==> config.mk <==
export PLATFORM = sky130hd
export DESIGN_NAME = linMaster
export DESIGN_NICKNAME = d
export VERILOG_FILES = /design/src/source/linPkg.sv /design/src/source/creditFifo.sv /design/src/source/bitTimer.sv /design/src/source/frameSequencer.sv /design/src/source/uartTransmitter.sv /design/src/source/uartReceiver.sv /design/src/source/linMaster.sv
export SDC_FILE = /design/constraint.sdc
export NUM_CORES = 1
export LEC_CHECK = 0
export BUFFER_PORTS_ARGS = -buffer_cell sky130_fd_sc_hd__buf_2
export CELL_PAD_IN_SITES_DETAIL_PLACEMENT = 2
export CELL_PAD_IN_SITES_GLOBAL_PLACEMENT = 2
export CORE_MARGIN = 4
export CORE_UTILIZATION = 38
export DETAILED_ROUTE_END_ITERATION = 16
export PLACE_DENSITY = 0.82
export RECOVER_POWER = 100
export SYNTH_ARGS = -nofsm -noshare
export SYNTH_HDL_FRONTEND = slang
export SYNTH_SLANG_ARGS = --single-unit
==> constraint.sdc <==
create_clock -name clkH -period 2.6 [get_ports clkH]
set_input_delay 0.52 -clock clkH [delete_from_list [all_inputs] [get_ports clkH]]
set_output_delay 0.52 -clock clkH [all_outputs]
set_load 0.01 [all_outputs]
==> src/source/linPkg.sv <==
package linPkg;

  // Buffer depths and host credit counters
  localparam int CmdFifoDepth = 4;
  localparam int RxFifoDepth = 4;
  localparam int CreditWidth = 3;

  // LIN frame layout
  localparam int BreakBits = 13;
  localparam int FrameBits = 9;
  localparam logic [7:0] SyncByte = 8'h55;

  // Clocks per eight bit times, low three bits are the fraction
  typedef logic [15:0] baud_t;

  // Clocks in one bit
  typedef logic [12:0] bitLen_t;

  // Bits left in a symbol
  typedef logic [3:0] bitCnt_t;

  // Line pattern, LSB goes out first
  typedef logic [15:0] symbol_t;

  // Bit 8 set marks a header with the identifier in bits 5..0
  typedef logic [8:0] cmdWord_t;

  // Bit 8 flags a low stop bit, bits 7..0 hold the data
  typedef logic [8:0] rxWord_t;

endpackage

==> src/source/creditFifo.sv <==
`timescale 1ns/1ps

module creditFifo #(
  parameter type payload_t = logic [8:0],
  parameter int depth = 4
) (
  input logic clkH,
  input logic rst,
  input logic push,
  input payload_t pushData,
  input logic pop,
  output payload_t head,
  output logic notEmpty,
  output logic notFull
);

  typedef logic [$clog2(depth)-1:0] ptr_t;
  typedef logic [$clog2(depth):0] count_t;

  payload_t mem [depth];
  ptr_t rdPtr;
  ptr_t wrPtr;
  count_t count;
  logic doPush;
  logic doPop;

  // Push into a full buffer is dropped, pop from an empty one is ignored
  assign doPush = push && notFull;
  assign doPop = pop && notEmpty;

  assign notEmpty = (count != '0);
  assign notFull = (count != count_t'(depth));
  assign head = mem[rdPtr];

  always_ff @(posedge clkH) begin
    if (doPush) begin
      mem[wrPtr] <= pushData;
    end
  end

  always_ff @(posedge clkH) begin
    if (rst) begin
      rdPtr <= '0;
      wrPtr <= '0;
      count <= '0;
    end else begin
      if (doPush) begin
        wrPtr <= (wrPtr == ptr_t'(depth - 1)) ? '0 : wrPtr + ptr_t'(1);
      end
      if (doPop) begin
        rdPtr <= (rdPtr == ptr_t'(depth - 1)) ? '0 : rdPtr + ptr_t'(1);
      end
      // Push and pop together leave the count alone
      if (doPush && !doPop) begin
        count <= count + count_t'(1);
      end else if (doPop && !doPush) begin
        count <= count - count_t'(1);
      end
    end
  end

endmodule

==> src/source/bitTimer.sv <==
`timescale 1ns/1ps

module bitTimer #(
  parameter bit halfLastBit = 1'b0
) (
  input logic clkH,
  input logic rst,
  input linPkg::baud_t baud,
  input logic start,
  input linPkg::bitCnt_t bitCount,
  input logic cancel,
  output logic nextBit,
  output linPkg::bitCnt_t bitsLeft,
  output logic busy
);

  import linPkg::*;

  logic [7:0] pattern;
  logic [7:0] longShort;
  bitLen_t lenCount;
  bitLen_t corrLen;
  bitCnt_t bitCnt;
  bitCnt_t cntNext;
  logic step;

  // One long bit per step of the fraction, spread over eight bits
  always_comb begin
    case (baud[2:0])
      3'd0: pattern = 8'b00000000;
      3'd1: pattern = 8'b10000000;
      3'd2: pattern = 8'b10001000;
      3'd3: pattern = 8'b10100100;
      3'd4: pattern = 8'b10101010;
      3'd5: pattern = 8'b10110110;
      3'd6: pattern = 8'b11101110;
      default: pattern = 8'b11101111;
    endcase
  end

  assign nextBit = (lenCount == '0) && (bitCnt != '0);
  assign busy = (lenCount != '0) || (bitCnt != '0);
  assign bitsLeft = bitCnt;
  assign step = start || nextBit;

  // Bit lasts corrLen plus the clock spent at zero
  assign corrLen = baud[15:3] - bitLen_t'(!longShort[0]);
  assign cntNext = start ? bitCount : bitCnt - bitCnt_t'(1);

  always_ff @(posedge clkH) begin
    if (rst || cancel) begin
      lenCount <= '0;
      bitCnt <= '0;
    end else if (step) begin
      bitCnt <= cntNext;
      // In receive mode the final bit stops at its middle
      if (halfLastBit && (cntNext == '0)) begin
        lenCount <= corrLen >> 1;
      end else begin
        lenCount <= corrLen;
      end
    end else if (lenCount != '0) begin
      lenCount <= lenCount - bitLen_t'(1);
    end
  end

  // Rotates across back-to-back symbols, restarts once the timer is idle
  always_ff @(posedge clkH) begin
    if (rst) begin
      longShort <= pattern;
    end else if (step) begin
      longShort <= {longShort[0], longShort[7:1]};
    end else if (!busy) begin
      longShort <= pattern;
    end
  end

endmodule

==> src/source/frameSequencer.sv <==
`timescale 1ns/1ps

module frameSequencer (
  input logic clkH,
  input logic rst,
  input linPkg::cmdWord_t head,
  input logic notEmpty,
  output logic pop,
  input logic stopBits2,
  input logic busy,
  input logic lastStop,
  output logic load,
  output linPkg::symbol_t symbol,
  output linPkg::bitCnt_t bitCount
);

  import linPkg::*;

  typedef enum logic [3:0] {
    SeqIdle = 4'b0001,
    SeqBreak = 4'b0010,
    SeqSync = 4'b0100,
    SeqPid = 4'b1000
  } seqState_t;

  seqState_t state;
  seqState_t nextState;
  logic [5:0] pid;
  logic [7:0] pidByte;
  bitCnt_t stopCount;
  bitCnt_t frameCount;
  bitCnt_t breakCount;
  symbol_t breakSymbol;
  logic pidDone;

  // Protected identifier, P1 in bit 7 and P0 in bit 6
  assign pidByte = {~(pid[1] ^ pid[3] ^ pid[4] ^ pid[5]), pid[0] ^ pid[1] ^ pid[2] ^ pid[4], pid};

  // The last stop bit trails the final count, so a second one adds one count
  assign stopCount = bitCnt_t'(stopBits2);
  assign frameCount = bitCnt_t'(FrameBits) + stopCount;
  assign breakCount = bitCnt_t'(BreakBits) + stopCount;
  assign breakSymbol = ~symbol_t'((1 << BreakBits) - 1);

  // With two stop bits the header is released during the second one
  assign pidDone = stopBits2 ? lastStop : !busy;

  always_comb begin
    nextState = state;
    load = 1'b0;
    pop = 1'b0;
    symbol = '1;
    bitCount = '0;
    case (state)
      SeqIdle: begin
        if (notEmpty && !busy) begin
          load = 1'b1;
          pop = 1'b1;
          if (head[8]) begin
            symbol = breakSymbol;
            bitCount = breakCount;
            nextState = SeqBreak;
          end else begin
            symbol = {7'h7F, head[7:0], 1'b0};
            bitCount = frameCount;
          end
        end
      end
      SeqBreak: begin
        if (!busy) begin
          load = 1'b1;
          symbol = {7'h7F, SyncByte, 1'b0};
          bitCount = frameCount;
          nextState = SeqSync;
        end
      end
      SeqSync: begin
        if (!busy) begin
          load = 1'b1;
          symbol = {7'h7F, pidByte, 1'b0};
          bitCount = frameCount;
          nextState = SeqPid;
        end
      end
      SeqPid: begin
        if (pidDone) begin
          nextState = SeqIdle;
        end
      end
      default: nextState = SeqIdle;
    endcase
  end

  always_ff @(posedge clkH) begin
    if (rst) begin
      state <= SeqIdle;
    end else begin
      state <= nextState;
    end
  end

  // Identifier is kept until the sync field is out
  always_ff @(posedge clkH) begin
    if (pop && head[8]) begin
      pid <= head[5:0];
    end
  end

endmodule

==> src/source/uartTransmitter.sv <==
`timescale 1ns/1ps

module uartTransmitter (
  input logic clkH,
  input logic rst,
  input linPkg::baud_t baud,
  input logic load,
  input linPkg::symbol_t symbol,
  input linPkg::bitCnt_t bitCount,
  output logic tx,
  output logic busy,
  output logic lastStop
);

  import linPkg::*;

  symbol_t shiftReg;
  bitCnt_t bitsLeft;
  logic nextBit;
  logic dualStop;

  bitTimer #(.halfLastBit(1'b0)) i_bitTimer (
    .clkH(clkH), .rst(rst), .baud(baud),
    .start(load), .bitCount(bitCount), .cancel(1'b0),
    .nextBit(nextBit), .bitsLeft(bitsLeft), .busy(busy)
  );

  // Line idles high, ones shift in from the top
  always_ff @(posedge clkH) begin
    if (rst) begin
      shiftReg <= '1;
    end else if (load) begin
      shiftReg <= symbol;
    end else if (nextBit) begin
      shiftReg <= {1'b1, shiftReg[15:1]};
    end else if (!busy) begin
      shiftReg <= '1;
    end
  end

  // One count above a plain byte or break means a second stop bit
  always_ff @(posedge clkH) begin
    if (rst) begin
      dualStop <= 1'b0;
    end else if (load) begin
      dualStop <= (bitCount == bitCnt_t'(FrameBits + 1)) ||
                  (bitCount == bitCnt_t'(BreakBits + 1));
    end
  end

  assign tx = shiftReg[0];
  assign lastStop = busy && (bitsLeft == '0) && dualStop;

endmodule

==> src/source/uartReceiver.sv <==
`timescale 1ns/1ps

module uartReceiver (
  input logic clkH,
  input logic rst,
  input linPkg::baud_t baud,
  input logic rx,
  output logic push,
  output linPkg::rxWord_t rxWord
);

  import linPkg::*;

  typedef enum logic [1:0] {
    RxArmed,
    RxStartHalf,
    RxData,
    RxWaitHigh
  } rxState_t;

  rxState_t state;
  logic [2:0] rxPipe;
  logic line;
  logic fall;
  logic timerStart;
  logic nextBit;
  logic busy;
  logic stopSample;
  bitCnt_t bitsLeft;
  bitCnt_t runBits;
  logic [7:0] dataReg;

  // Two synchronizer stages, the third holds the previous level
  assign line = rxPipe[1];
  assign fall = rxPipe[2] & ~rxPipe[1];

  // Half a start bit first, then one full bit per sample
  assign runBits = (state == RxArmed) ? '0 : bitCnt_t'(FrameBits);
  assign timerStart = ((state == RxArmed) && fall) ||
                      ((state == RxStartHalf) && !busy && !line);
  assign stopSample = (state == RxData) && nextBit && (bitsLeft == bitCnt_t'(1));

  bitTimer #(.halfLastBit(1'b1)) i_bitTimer (
    .clkH(clkH), .rst(rst), .baud(baud),
    .start(timerStart), .bitCount(runBits), .cancel(stopSample),
    .nextBit(nextBit), .bitsLeft(bitsLeft), .busy(busy)
  );

  always_ff @(posedge clkH) begin
    if (rst) begin
      state <= RxArmed;
      rxPipe <= '1;
      push <= 1'b0;
    end else begin
      rxPipe <= {rxPipe[1:0], rx};
      push <= stopSample;
      case (state)
        RxArmed: if (fall) state <= RxStartHalf;
        // A start bit gone high at its middle was a glitch
        RxStartHalf: if (!busy) state <= line ? RxArmed : RxData;
        RxData: if (stopSample) state <= line ? RxArmed : RxWaitHigh;
        RxWaitHigh: if (line) state <= RxArmed;
        default: state <= RxArmed;
      endcase
    end
  end

  // Data comes LSB first, a low stop bit sets the error flag
  always_ff @(posedge clkH) begin
    if ((state == RxData) && nextBit && !stopSample) begin
      dataReg <= {line, dataReg[7:1]};
    end
    if (stopSample) begin
      rxWord <= {~line, dataReg};
    end
  end

endmodule

==> src/source/linMaster.sv <==
`timescale 1ns/1ps

module linMaster (
  input logic clkH,
  input logic rst,
  input linPkg::baud_t baud,
  input logic stopBits2,
  input logic cmdValid,
  input linPkg::cmdWord_t cmdData,
  output logic cmdCredit,
  input logic rxCredit,
  output logic rxValid,
  output linPkg::rxWord_t rxData,
  output logic rxOverflow,
  output logic tx,
  input logic rx
);

  import linPkg::*;

  cmdWord_t cmdHead;
  logic cmdNotEmpty;
  logic cmdPop;
  logic txLoad;
  symbol_t txSymbol;
  bitCnt_t txBitCount;
  logic txBusy;
  logic txLastStop;
  logic rxPush;
  rxWord_t rxWord;
  rxWord_t rxHead;
  logic rxNotEmpty;
  logic rxNotFull;
  logic rxPop;
  logic [CreditWidth-1:0] rxCredits;

  // Host credits keep this FIFO from filling
  creditFifo #(.payload_t(cmdWord_t), .depth(CmdFifoDepth)) i_cmdFifo (
    .clkH(clkH), .rst(rst),
    .push(cmdValid), .pushData(cmdData), .pop(cmdPop),
    .head(cmdHead), .notEmpty(cmdNotEmpty), .notFull()
  );

  frameSequencer i_frameSequencer (
    .clkH(clkH), .rst(rst),
    .head(cmdHead), .notEmpty(cmdNotEmpty), .pop(cmdPop), .stopBits2(stopBits2),
    .busy(txBusy), .lastStop(txLastStop),
    .load(txLoad), .symbol(txSymbol), .bitCount(txBitCount)
  );

  uartTransmitter i_uartTransmitter (
    .clkH(clkH), .rst(rst), .baud(baud),
    .load(txLoad), .symbol(txSymbol), .bitCount(txBitCount),
    .tx(tx), .busy(txBusy), .lastStop(txLastStop)
  );

  uartReceiver i_uartReceiver (
    .clkH(clkH), .rst(rst), .baud(baud),
    .rx(rx), .push(rxPush), .rxWord(rxWord)
  );

  creditFifo #(.payload_t(rxWord_t), .depth(RxFifoDepth)) i_rxFifo (
    .clkH(clkH), .rst(rst),
    .push(rxPush), .pushData(rxWord), .pop(rxPop),
    .head(rxHead), .notEmpty(rxNotEmpty), .notFull(rxNotFull)
  );

  // One word per granted credit
  assign rxPop = (rxCredits != '0) && rxNotEmpty;

  always_ff @(posedge clkH) begin
    if (rst) begin
      cmdCredit <= 1'b0;
      rxValid <= 1'b0;
      rxOverflow <= 1'b0;
      rxCredits <= '0;
    end else begin
      cmdCredit <= cmdPop;
      rxValid <= rxPop;
      // Sticky until reset
      if (rxPush && !rxNotFull) begin
        rxOverflow <= 1'b1;
      end
      if (rxCredit && !rxPop) begin
        rxCredits <= rxCredits + CreditWidth'(1);
      end else if (rxPop && !rxCredit) begin
        rxCredits <= rxCredits - CreditWidth'(1);
      end
    end
  end

  always_ff @(posedge clkH) begin
    if (rxPop) begin
      rxData <= rxHead;
    end
  end

endmodule

==> impl_metrics.json, run 1 <==
{
  "hold-path-cell-count": 2,
  "pre_cts_slack_ns": -0.0853,
  "cts_hold_buf": 0,
  "hold_end": "i_uartReceiver.rxPipe[0]$_SDFF_PP1_",
  "ctsHtreeMaxLevel": 4,
  "synth_cell_types": 71,
  "synthCells": 789,
  "antenna_found_initial": 0,
  "route.detailed.drc": 0,
  "ir_drop_mv": 0.517,
  "clock-sinks": 200,
  "slew_violations": 0,
  "min_from": "rx",
  "dp_hpwl_mm": 19.3,
  "grt_pass1_wl_mm": 46.1,
  "cts-root-buf": "clkbuf_16",
  "diodes": 0,
  "dpl_cell_area_um2": 10200,
  "clk_pin_slew_ns": 0.08,
  "syn_nets": 847,
  "worst_r2r_path_depth": 11,
  "synthArstFlopShare_pct": 0,
  "drt_iter0_markers": 539,
  "critPathKind": "reg -> reg",
  "die_h_um": 165,
  "synth_warnings": 0,
  "insertion_delay_ns": 0.46,
  "dr.pass1.iters": 5,
  "p_total_mw": 12.3,
  "hold_path_class": "in -> reg",
  "start_kind": "register",
  "skew_ns": 0.0140,
  "drv_cap": 0,
  "gp_congestion": 0.819,
  "met3_length_um": 934,
  "wl_per_cell_um": 24.7,
  "cts_tree": "done",
  "violations": "setup timing",
  "grt_pass1_vias": 7761,
  "route.met2.wl_mm": 15.9,
  "fin_nets": 923,
  "wl_met1_mm": 12.2,
  "synth_ff_type": "edfxtp_1",
  "p_per_area_nw_per_um2": 1130,
  "setup-tns-final_ns": -0.215,
  "postSynthAreaPerCell_um2": 11.8,
  "worstMarginPinSlew_ns": 0.736,
  "grt_overflow": 0,
  "setup_slack_ns": -0.139,
  "via_per_inst": 5.78,
  "initial_core_util_pct": 38.6,
  "max_freq_mhz": 365,
  "synth-seq-area-share_pct": 55.7,
  "fin_area_um2": 10900,
  "drive_gt1_share_pct": 22.0,
  "cts_buffers": 17,
  "p_switching_mw": 4.94,
  "finalCritPeriodShare_pct": 105,
  "status": "complete, but fails checks",
  "synth_top_area_share_pct": 38.5,
  "cp.arrival_ns": 3.12,
  "p_leak_nw": 3.96,
  "path_max_fanout": 3,
  "synth.ff_latch_count": 200,
  "cts_buffer_depth": 2,
  "cp-end-kind": "register",
  "fp-row-count": 57,
  "combPwrFrac_pct": 41.1,
  "hold_viol": 0,
  "postLayoutCoreUtil_pct": 44.9,
  "routed.top_layer": "met4",
  "die_x_um": 165,
  "setup_viol": 3,
  "intPower_mw": 7.33,
  "areaGrowthSynthToFinish_pct": 16.4,
  "dpl.cell_count": 1164,
  "p_clk_share_pct": 22.0,
  "die_area_um2": 27200,
  "synthTopCellsByCount": "edfxtp_1 (120), dfxtp_1 (80), a21oi_1 (53), nor2_1 (48), o21ai_0 (43)",
  "core-area_um2": 24200,
  "r2r-start": "i_uartTransmitter.i_bitTimer.lenCount[1]$_SDFFE_PP0P_",
  "r2r-end": "i_cmdFifo.count[2]$_SDFFE_PP0P_",
  "critPathRequiredTime_ns": 2.98,
  "synth_area_um2": 9350,
  "yosys.area.top_type": "edfxtp_1",
  "synth_edf_count": 120,
  "grt_max_degree": 45,
  "vias": 6943,
  "antenna_left": 0,
  "grt_usage_pct": 22.1,
  "place.port_buffers": 43,
  "pwr-share-seq_pct": 36.9,
  "routed_wirelength_mm": 29.7,
  "rsz0062_at_grt": "yes",
  "worst-r2r-setup-slack_ns": -0.14,
  "sw_frac_of_total_pct": 40.3,
  "layout.cells.non_filler": 1202,
  "yosys-top-cells-area": "edfxtp_1 (39%), dfxtp_1 (17%), mux4_2 (4.3%)",
  "whs_ns": 0.257,
  "slew_headroom_pct": 50.9,
  "ioPinCount": 44,
  "period_needed_ns": 2.74,
  "synth_most_common_cell": "edfxtp_1"
}
## worst max path at each step
stage / startpoint / end / slack [ns] / cells after the start
floorplan: i_uartTransmitter.i_bitTimer.lenCount[0]$_SDFFE_PP0P_ / i_cmdFifo.count[2]$_SDFFE_PP0P_ / 0.03 / 11
global placement: i_uartTransmitter.i_bitTimer.lenCount[0]$_SDFFE_PP0P_ / i_cmdFifo.count[2]$_SDFFE_PP0P_ / 0.08 / 11
detailed placement: i_uartTransmitter.i_bitTimer.lenCount[0]$_SDFFE_PP0P_ / i_uartTransmitter.i_bitTimer.longShort[3]$_DFFE_PP_ / -0.09 / 7
CTS: i_uartTransmitter.i_bitTimer.lenCount[0]$_SDFFE_PP0P_ / i_frameSequencer.state[3]$_SDFFE_PP0P_ / 0.008 / 8
global route: i_uartTransmitter.i_bitTimer.lenCount[1]$_SDFFE_PP0P_ / i_cmdFifo.count[2]$_SDFFE_PP0P_ / -0.23 / 11
finish: i_uartTransmitter.i_bitTimer.lenCount[1]$_SDFFE_PP0P_ / i_cmdFifo.count[2]$_SDFFE_PP0P_ / -0.14 / 11
## power by group through the flow
stage                     clock network, mW  logic, mW  registers [mW]
after detailed placement                  0       4.54            4.55
after global placement                    0       4.27            4.50
after floorplan                           0       3.04            4.38
after global routing                   2.87       5.47            4.60
after CTS                              2.73       4.84            4.52
final                                  2.70       5.04            4.53
## repair_timing
item | CTS | global route
gates resized for setup | 6 | 12
pin swaps | 3 | 6
buffers inserted | 0 | 6
setup endpoints to repair | 15 | 28
## cells by family after synthesis
group	synth area share, %
flip-flops	55.7
adder cells (fa/ha/maj)	3.96
AND/OR/NAND/NOR	13.2
multiplexers	8.38
AO/OA/AOI/OAI	10.9
XOR/XNOR	4.78
buffers and inverters	3.07
## area by class of cell
class                           count  area (µm²)
Clock buffer                       17         425
Clock inverter                     15         171
Fill cell                        2468       13400
Inverter                           30         113
Multi-Input combinational cell    517        3930
Sequential cell                   200        5210
Tap cell                          324         405
Timing Repair Buffer               99         632
## critical path, cell delays in order, from the launching register on
cell	delay [ns]
dfxtp_2	0.33
inv_2	0.10
ha_4	0.16
or4b_4	0.50
nor4_4	0.32
nand2_1	0.15
ha_2	0.22
inv_2	0.07
fa_2	0.23
xor2_2	0.09
or3_1	0.39
a21oi_2	0.11
## flip-flops by register name, indices dropped and copies added (netlist names), 4 cells and up, named ones only
register	flops
i_frameSequencer.pid	6
i_uartReceiver.dataReg	8
i_uartTransmitter.i_bitTimer.lenCount	13
i_uartTransmitter.i_bitTimer.longShort	8
rxData	9
i_uartReceiver.rxWord	9
i_uartReceiver.i_bitTimer.bitsLeft	4
i_uartTransmitter.shiftReg	13
i_uartReceiver.i_bitTimer.lenCount	13
i_cmdFifo.mem	36
i_uartTransmitter.i_bitTimer.bitsLeft	4
i_rxFifo.mem	36
i_uartReceiver.i_bitTimer.longShort	8
i_frameSequencer.state	4
## cell usage in the layout, fill, tap and decap left out, types with 5 or more instances in the layout
| cell | synthesis | layout |
|---|---|---|
| mux4_2 | 18 | 18 |
| a31oi_1 | 11 | 11 |
| a21oi_1 | 53 | 52 |
| clkbuf_16 | 0 | 17 |
| or3_1 | 13 | 13 |
| clkbuf_1 | 29 | 9 |
| and3_1 | 9 | 9 |
| xor2_1 | 21 | 20 |
| buf_4 | 0 | 54 |
| o31ai_1 | 5 | 5 |
| mux2_2 | 18 | 18 |
| mux2i_1 | 16 | 16 |
| inv_1 | 30 | 27 |
| nor4_1 | 10 | 9 |
| nor3_1 | 24 | 23 |
| o21ai_0 | 43 | 42 |
| xnor2_1 | 30 | 30 |
| a211oi_1 | 13 | 13 |
| or2_2 | 5 | 5 |
| inv_8 | 0 | 6 |
| nand4_1 | 7 | 7 |
| ha_1 | 24 | 22 |
| buf_2 | 7 | 34 |
| nor2_1 | 48 | 48 |
| nor3b_1 | 11 | 10 |
| edfxtp_1 | 120 | 120 |
| nand3_1 | 15 | 15 |
| o211ai_1 | 5 | 5 |
| dfxtp_1 | 80 | 78 |
| nand2_1 | 33 | 32 |
| and2_1 | 10 | 10 |
## metal layers
layer | GRT usage (%) | vias up
li1 | - | 3101
met5 | 0 | -
met2 | 40.3 | 182
met4 | 7.79 | 0
met3 | 3.52 | 52
met1 | 26.5 | 3608
Power figures use the tool's default switching activity.
==> inputs of run 2 (changes only) <==
Settings changed: CORE_UTILIZATION 38 to 39, PLACE_DENSITY 0.82 to 0.81.
Clock period 2.6 ns to 2.7 ns, I/O delays scaled along.
==> run 2 against run 1 <==
The run ends with capacitance limit, slew limit left. Clock-buffer cell count did not move. Flip-flop and latch count unchanged. Sequential power is 3% lower. Non-clock buffer count shrank 10. Sequential share of layout area rose by 0.46 points.
==> impl_metrics.json, run 2 (synthesis gave the netlist of run 1 again) <==
{
  "r2r-end": "i_cmdFifo.count[2]$_SDFFE_PP0P_",
  "p_leak_nw": 3.85,
  "ir_drop_mv": 0.523,
  "antenna_found_initial": 0,
  "hold_path_class": "in -> reg",
  "finalCritPeriodShare_pct": 99.0,
  "wl_per_cell_um": 23.6,
  "die_area_um2": 26500,
  "path_max_fanout": 3,
  "cts_buffers": 17,
  "gp_congestion": 0.800,
  "areaGrowthSynthToFinish_pct": 15.4,
  "cp-end-kind": "register",
  "place.port_buffers": 43,
  "drive_gt1_share_pct": 18.8,
  "cts_tree": "done",
  "grt_pass1_vias": 7456,
  "status": "complete, but fails checks",
  "antenna_left": 0,
  "max_freq_mhz": 374,
  "via_per_inst": 5.63,
  "hold_viol": 0,
  "worst-r2r-setup-slack_ns": 0.03,
  "grt_overflow": 0,
  "initial_core_util_pct": 39.7,
  "start_kind": "register",
  "cts-root-buf": "clkbuf_16",
  "drv_cap": 1,
  "p_per_area_nw_per_um2": 1080,
  "cp.arrival_ns": 3.06,
  "ioPinCount": 44,
  "cts_hold_buf": 0,
  "fill_cells": 2397,
  "violations": "capacitance limit, slew limit",
  "critPathRequiredTime_ns": 3.09,
  "clk_pin_slew_ns": 0.08,
  "hold_end": "i_uartReceiver.rxPipe[0]$_SDFF_PP1_",
  "grt_max_degree": 32,
  "critPathKind": "reg -> reg",
  "drt_iter0_markers": 433,
  "ctsHtreeMaxLevel": 4,
  "grt_usage_pct": 21.5,
  "fin_nets": 913,
  "core-area_um2": 23500,
  "clock-sinks": 200,
  "setup_viol": 0,
  "worst_r2r_path_depth": 11,
  "setup_slack_ns": 0.0263,
  "slew_headroom_pct": -4.02,
  "final_cell_mix": "edfxtp_1 (120), dfxtp_1 (78), a21oi_1 (52), nor2_1 (48)",
  "dr.pass1.iters": 4,
  "setup-tns-final_ns": 0,
  "r2r-start": "i_uartTransmitter.i_bitTimer.lenCount[1]$_SDFFE_PP0P_",
  "dp_hpwl_mm": 19.0,
  "layout.cells.non_filler": 1187,
  "vias": 6680,
  "die_h_um": 163,
  "hold-path-cell-count": 2,
  "die_x_um": 163,
  "multi_input_area_um2": 3910,
  "route.detailed.drc": 0,
  "routed_wirelength_mm": 28.0,
  "cts_buffer_depth": 2,
  "worstMarginPinSlew_ns": 1.56,
  "pre_cts_slack_ns": -0.0956,
  "p_total_mw": 11.6,
  "grt_pass1_wl_mm": 43.8,
  "diodes": 0,
  "fp-row-count": 56,
  "ff_latch_area_um2": 5210,
  "dpl.cell_count": 1150,
  "largestRegisters": "i_cmdFifo.mem: 36 flops, i_rxFifo.mem: 36 flops",
  "insertion_delay_ns": 0.46,
  "slew_violations": 23,
  "period_needed_ns": 2.67,
  "skew_ns": 0.0169,
  "whs_ns": 0.266,
  "mostFrequentLayoutCell": "edfxtp_1",
  "min_from": "rx"
}
-- run 2: cell count changes in the layout (fill, tap and decap cells not counted), sizes merged --
cell      delta
clkinvlp     +1
clkbuf      +17
inv          +3
clkinv       -4
buf         -27
-- run 2: area by class of cell --
type	instances	area share, %
clock inverters	15	1.88
multi-input cells	517	36.2
flip-flops and latches	200	48.3
inverters	30	1.07
repair buffers	89	4.86
clock buffers	17	3.94
well taps	319	3.70
-- run 2: repair_timing --
item / CTS / global route
pin swaps: 1 / 3
gates resized for setup: 3 / 14
buffers inserted: 0 / 5
setup endpoints to repair: 11 / 25
-- run 2: worst max path at each step --
stage,from,to,slack (ns),cells past startpoint
floorplan,i_uartTransmitter.i_bitTimer.lenCount[0]$_SDFFE_PP0P_,i_cmdFifo.count[2]$_SDFFE_PP0P_,0.03,11
global placement,i_uartTransmitter.i_bitTimer.lenCount[0]$_SDFFE_PP0P_,i_cmdFifo.count[2]$_SDFFE_PP0P_,0.04,11
detailed placement,i_uartTransmitter.i_bitTimer.lenCount[0]$_SDFFE_PP0P_,i_cmdFifo.count[2]$_SDFFE_PP0P_,-0.1,11
CTS,i_uartTransmitter.i_bitTimer.lenCount[1]$_SDFFE_PP0P_,i_uartTransmitter.i_bitTimer.bitsLeft[1]$_SDFFE_PP0P_,0.01,7
global route,i_uartTransmitter.i_bitTimer.lenCount[0]$_SDFFE_PP0P_,i_cmdFifo.count[2]$_SDFFE_PP0P_,-0.006,11
finish,i_uartTransmitter.i_bitTimer.lenCount[1]$_SDFFE_PP0P_,i_cmdFifo.count[2]$_SDFFE_PP0P_,0.03,11
-- run 2: power breakdown --
| part | leakage [nW] | internal (mW) | switching [mW] |
|---|---|---|---|
| Combinational | 1.79 | 1.81 | 2.74 |
| Sequential | 1.76 | 3.85 | 0.524 |
| Clock | 0.301 | 1.30 | 1.42 |
| Total | 3.85 | 6.95 | 4.69 |
-- run 2: metrics by stage --
| step | instance area (µm²) | util [%] |
|---|---|---|
| after floorplan | 9350 | - |
| after detailed placement | 10100 | 42.9 |
| final | 10800 | 45.8 |
| after global routing | 10800 | 45.8 |
| after CTS | 10800 | 45.7 |
| after global placement | 10100 | 42.9 |
-- run 2: metal layers --
metal | track usage (%) | wire length (µm) | up-vias
li1 | - | - | 3080
met1 | 25.7 | 11500 | 3433
met2 | 39.6 | 15100 | 128
met3 | 3.34 | 824 | 39
met4 | 6.94 | 558 | 0
met5 | 0 | 0 | -
-- run 2: critical path, cell delays in order (launching register included) --
cell	delay [ns]
dfxtp_2	0.36
inv_2	0.09
ha_4	0.14
or4b_4	0.50
nor4_4	0.36
nand2_1	0.14
ha_2	0.22
inv_2	0.06
fa_2	0.18
xor2_1	0.08
or3_1	0.37
a21oi_2	0.13
==> inputs of run 3 (changes only) <==
Settings changed: BUFFER_PORTS_ARGS -buffer_cell sky130_fd_sc_hd__buf_2 to unset, DONT_BUFFER_PORTS set to 1, PLACE_DENSITY 0.81 to 0.79.
==> run 3 against run 2 <==
The flow now finishes without violations. Register-to-register slack improved by 0.04 ns. Cell count decreased by 4.1%. Clock power decreased by 1%. Clock-buffer cell count is the same. Sequential share of layout area increased by 1.0 points. Non-clock buffer count shrank 49. Sequential power about the same. Critical path type unchanged. Highest routed layer unchanged.
==> impl_metrics.json, run 3 (synthesis gave the netlist of run 1 again) <==
{
  "status": "completed",
  "initial_core_util_pct": 39.7,
  "ff_latch_area_um2": 5210,
  "insertion_delay_ns": 0.45,
  "worst-r2r-setup-slack_ns": 0.07,
  "cts_hold_buf": 0,
  "setup_slack_ns": 0.0653,
  "critPathRequiredTime_ns": 3.07,
  "worstMarginPinSlew_ns": 0.827,
  "gp_congestion": 0.832,
  "fin_nets": 864,
  "dr.pass1.iters": 5,
  "drive_gt1_share_pct": 16.7,
  "cp-end-kind": "register",
  "die_x_um": 163,
  "cts_buffers": 17,
  "largestRegisters": "i_cmdFifo.mem: 36 flops, i_rxFifo.mem: 36 flops",
  "finalCritPeriodShare_pct": 97.6,
  "grt_usage_pct": 19.5,
  "core-area_um2": 23500,
  "multi_input_area_um2": 3920,
  "die_h_um": 163,
  "ir_drop_mv": 0.558,
  "period_needed_ns": 2.63,
  "pre_cts_slack_ns": -0.178,
  "die_area_um2": 26500,
  "skew_ns": 0.0160,
  "drv_cap": 0,
  "slew_violations": 0,
  "p_leak_nw": 3.72,
  "drt_iter0_markers": 389,
  "areaGrowthSynthToFinish_pct": 13.0,
  "fp-row-count": 56,
  "diodes": 0,
  "p_per_area_nw_per_um2": 1070,
  "cts-root-buf": "clkbuf_16",
  "wl_per_cell_um": 22.0,
  "vias": 6400,
  "fill_cells": 2393,
  "slew_headroom_pct": 44.9,
  "final_cell_mix": "edfxtp_1 (120), dfxtp_1 (78), a21oi_1 (52), nor2_1 (48), o21ai_0 (42)",
  "dp_hpwl_mm": 17.6,
  "p_total_mw": 11.3,
  "cts_buffer_depth": 2,
  "start_kind": "register",
  "antenna_left": 0,
  "clk_pin_slew_ns": 0.08,
  "critPathKind": "reg -> reg",
  "mostFrequentLayoutCell": "edfxtp_1",
  "grt_max_degree": 53,
  "clock-sinks": 200,
  "path_max_fanout": 4,
  "grt_pass1_wl_mm": 40.9,
  "routed_wirelength_mm": 25.0,
  "via_per_inst": 5.62,
  "grt_overflow": 0,
  "place.port_buffers": 0,
  "ioPinCount": 44,
  "antenna_found_initial": 0,
  "cts_tree": "done",
  "route.detailed.drc": 0,
  "hold_path_class": "in -> reg",
  "ctsHtreeMaxLevel": 4,
  "hold_viol": 0,
  "setup_viol": 0,
  "grt_pass1_vias": 7096,
  "cp.arrival_ns": 3.01,
  "setup-tns-final_ns": 0,
  "max_freq_mhz": 380
}
==> run 3: changes by cell type in the layout (fill, tap and decap cells not counted), moves of 2 or more <==
cell      previous run  this run
inv_8                5         2
buf_2               20         0
buf_4               42        36
clkbuf_1            26         3
inv_6                1         3
==> run 3: routing by layer <==
metal / vias to the layer above / global-route usage (%) / part of all wire, %
met5: - / 0 / 0
met4: 0 / 4.77 / 1.5
met3: 31 / 2.99 / 2.1
met2: 90 / 35.0 / 53
met1: 3297 / 24.8 / 43
li1: 2982 / - / -
==> run 3: worst max-delay path, stage by stage, from the launching register on <==
cell and delay [ns]:
dfxtp_2 0.34, inv_2 0.08, ha_4 0.15, or4b_4 0.50
nor4_4 0.37, nand2_2 0.15, ha_4 0.19, inv_1 0.07
fa_1 0.18, xor2_1 0.08, or3_1 0.33, a21oi_2 0.14
==> run 3: final cells by class <==
cell class / instances / share of cell area, %
Inverter: 30 / 1.07
Timing Repair Buffer: 40 / 2.77
Multi-Input combinational cell: 517 / 37.1
Clock inverter: 15 / 1.90
Clock buffer: 17 / 4.03
Sequential cell: 200 / 49.3
Tap cell: 319 / 3.78
==> run 3: per-stage QoR <==
| stage | util [%] | hold slack, ns | area (µm²) | std cells |
|---|---|---|---|---|
| after CTS | 44.6 | 0.159 | 10500 | 1134 |
| after detailed placement | 41.9 | 0.398 | 9850 | 1102 |
| after floorplan | - | 0.389 | 9350 | 789 |
| after global routing | 44.9 | 0.158 | 10600 | 1138 |
| after global placement | 41.9 | 0.397 | 9850 | 1102 |
| final | 44.9 | 0.178 | 10600 | 1138 |
==> run 3: repair_timing <==
action                     4_1_cts  5_1_grt
gates cloned                     0        0
pin swaps                        2        3
gates resized for setup          5       11
buffers inserted                 0        4
setup endpoints to repair       10       21
==> run 3: path summary, 6_finish.rpt <==
path                                                                             from                                                    end  cells after the start
worst max-delay path            i_uartTransmitter.i_bitTimer.lenCount[0]$_SDFFE_PP0P_                        i_cmdFifo.count[2]$_SDFFE_PP0P_                     11
worst max register to register  i_uartTransmitter.i_bitTimer.lenCount[0]$_SDFFE_PP0P_                        i_cmdFifo.count[2]$_SDFFE_PP0P_                     11
worst min-delay path                                                              rst  i_uartTransmitter.i_bitTimer.lenCount[7]$_SDFFE_PP0P_                      1
worst min register to register                    i_uartReceiver.rxPipe[0]$_SDFF_PP1_                    i_uartReceiver.rxPipe[1]$_SDFF_PP1_                      1
==> run 3: power by group <==
part,leakage (nW),total (mW),switching [mW],internal (mW)
Clock,0.303,2.68,1.39,1.29
Combinational,1.66,4.27,2.51,1.76
Sequential,1.75,4.38,0.527,3.85
Total,3.72,11.3,4.43,6.91
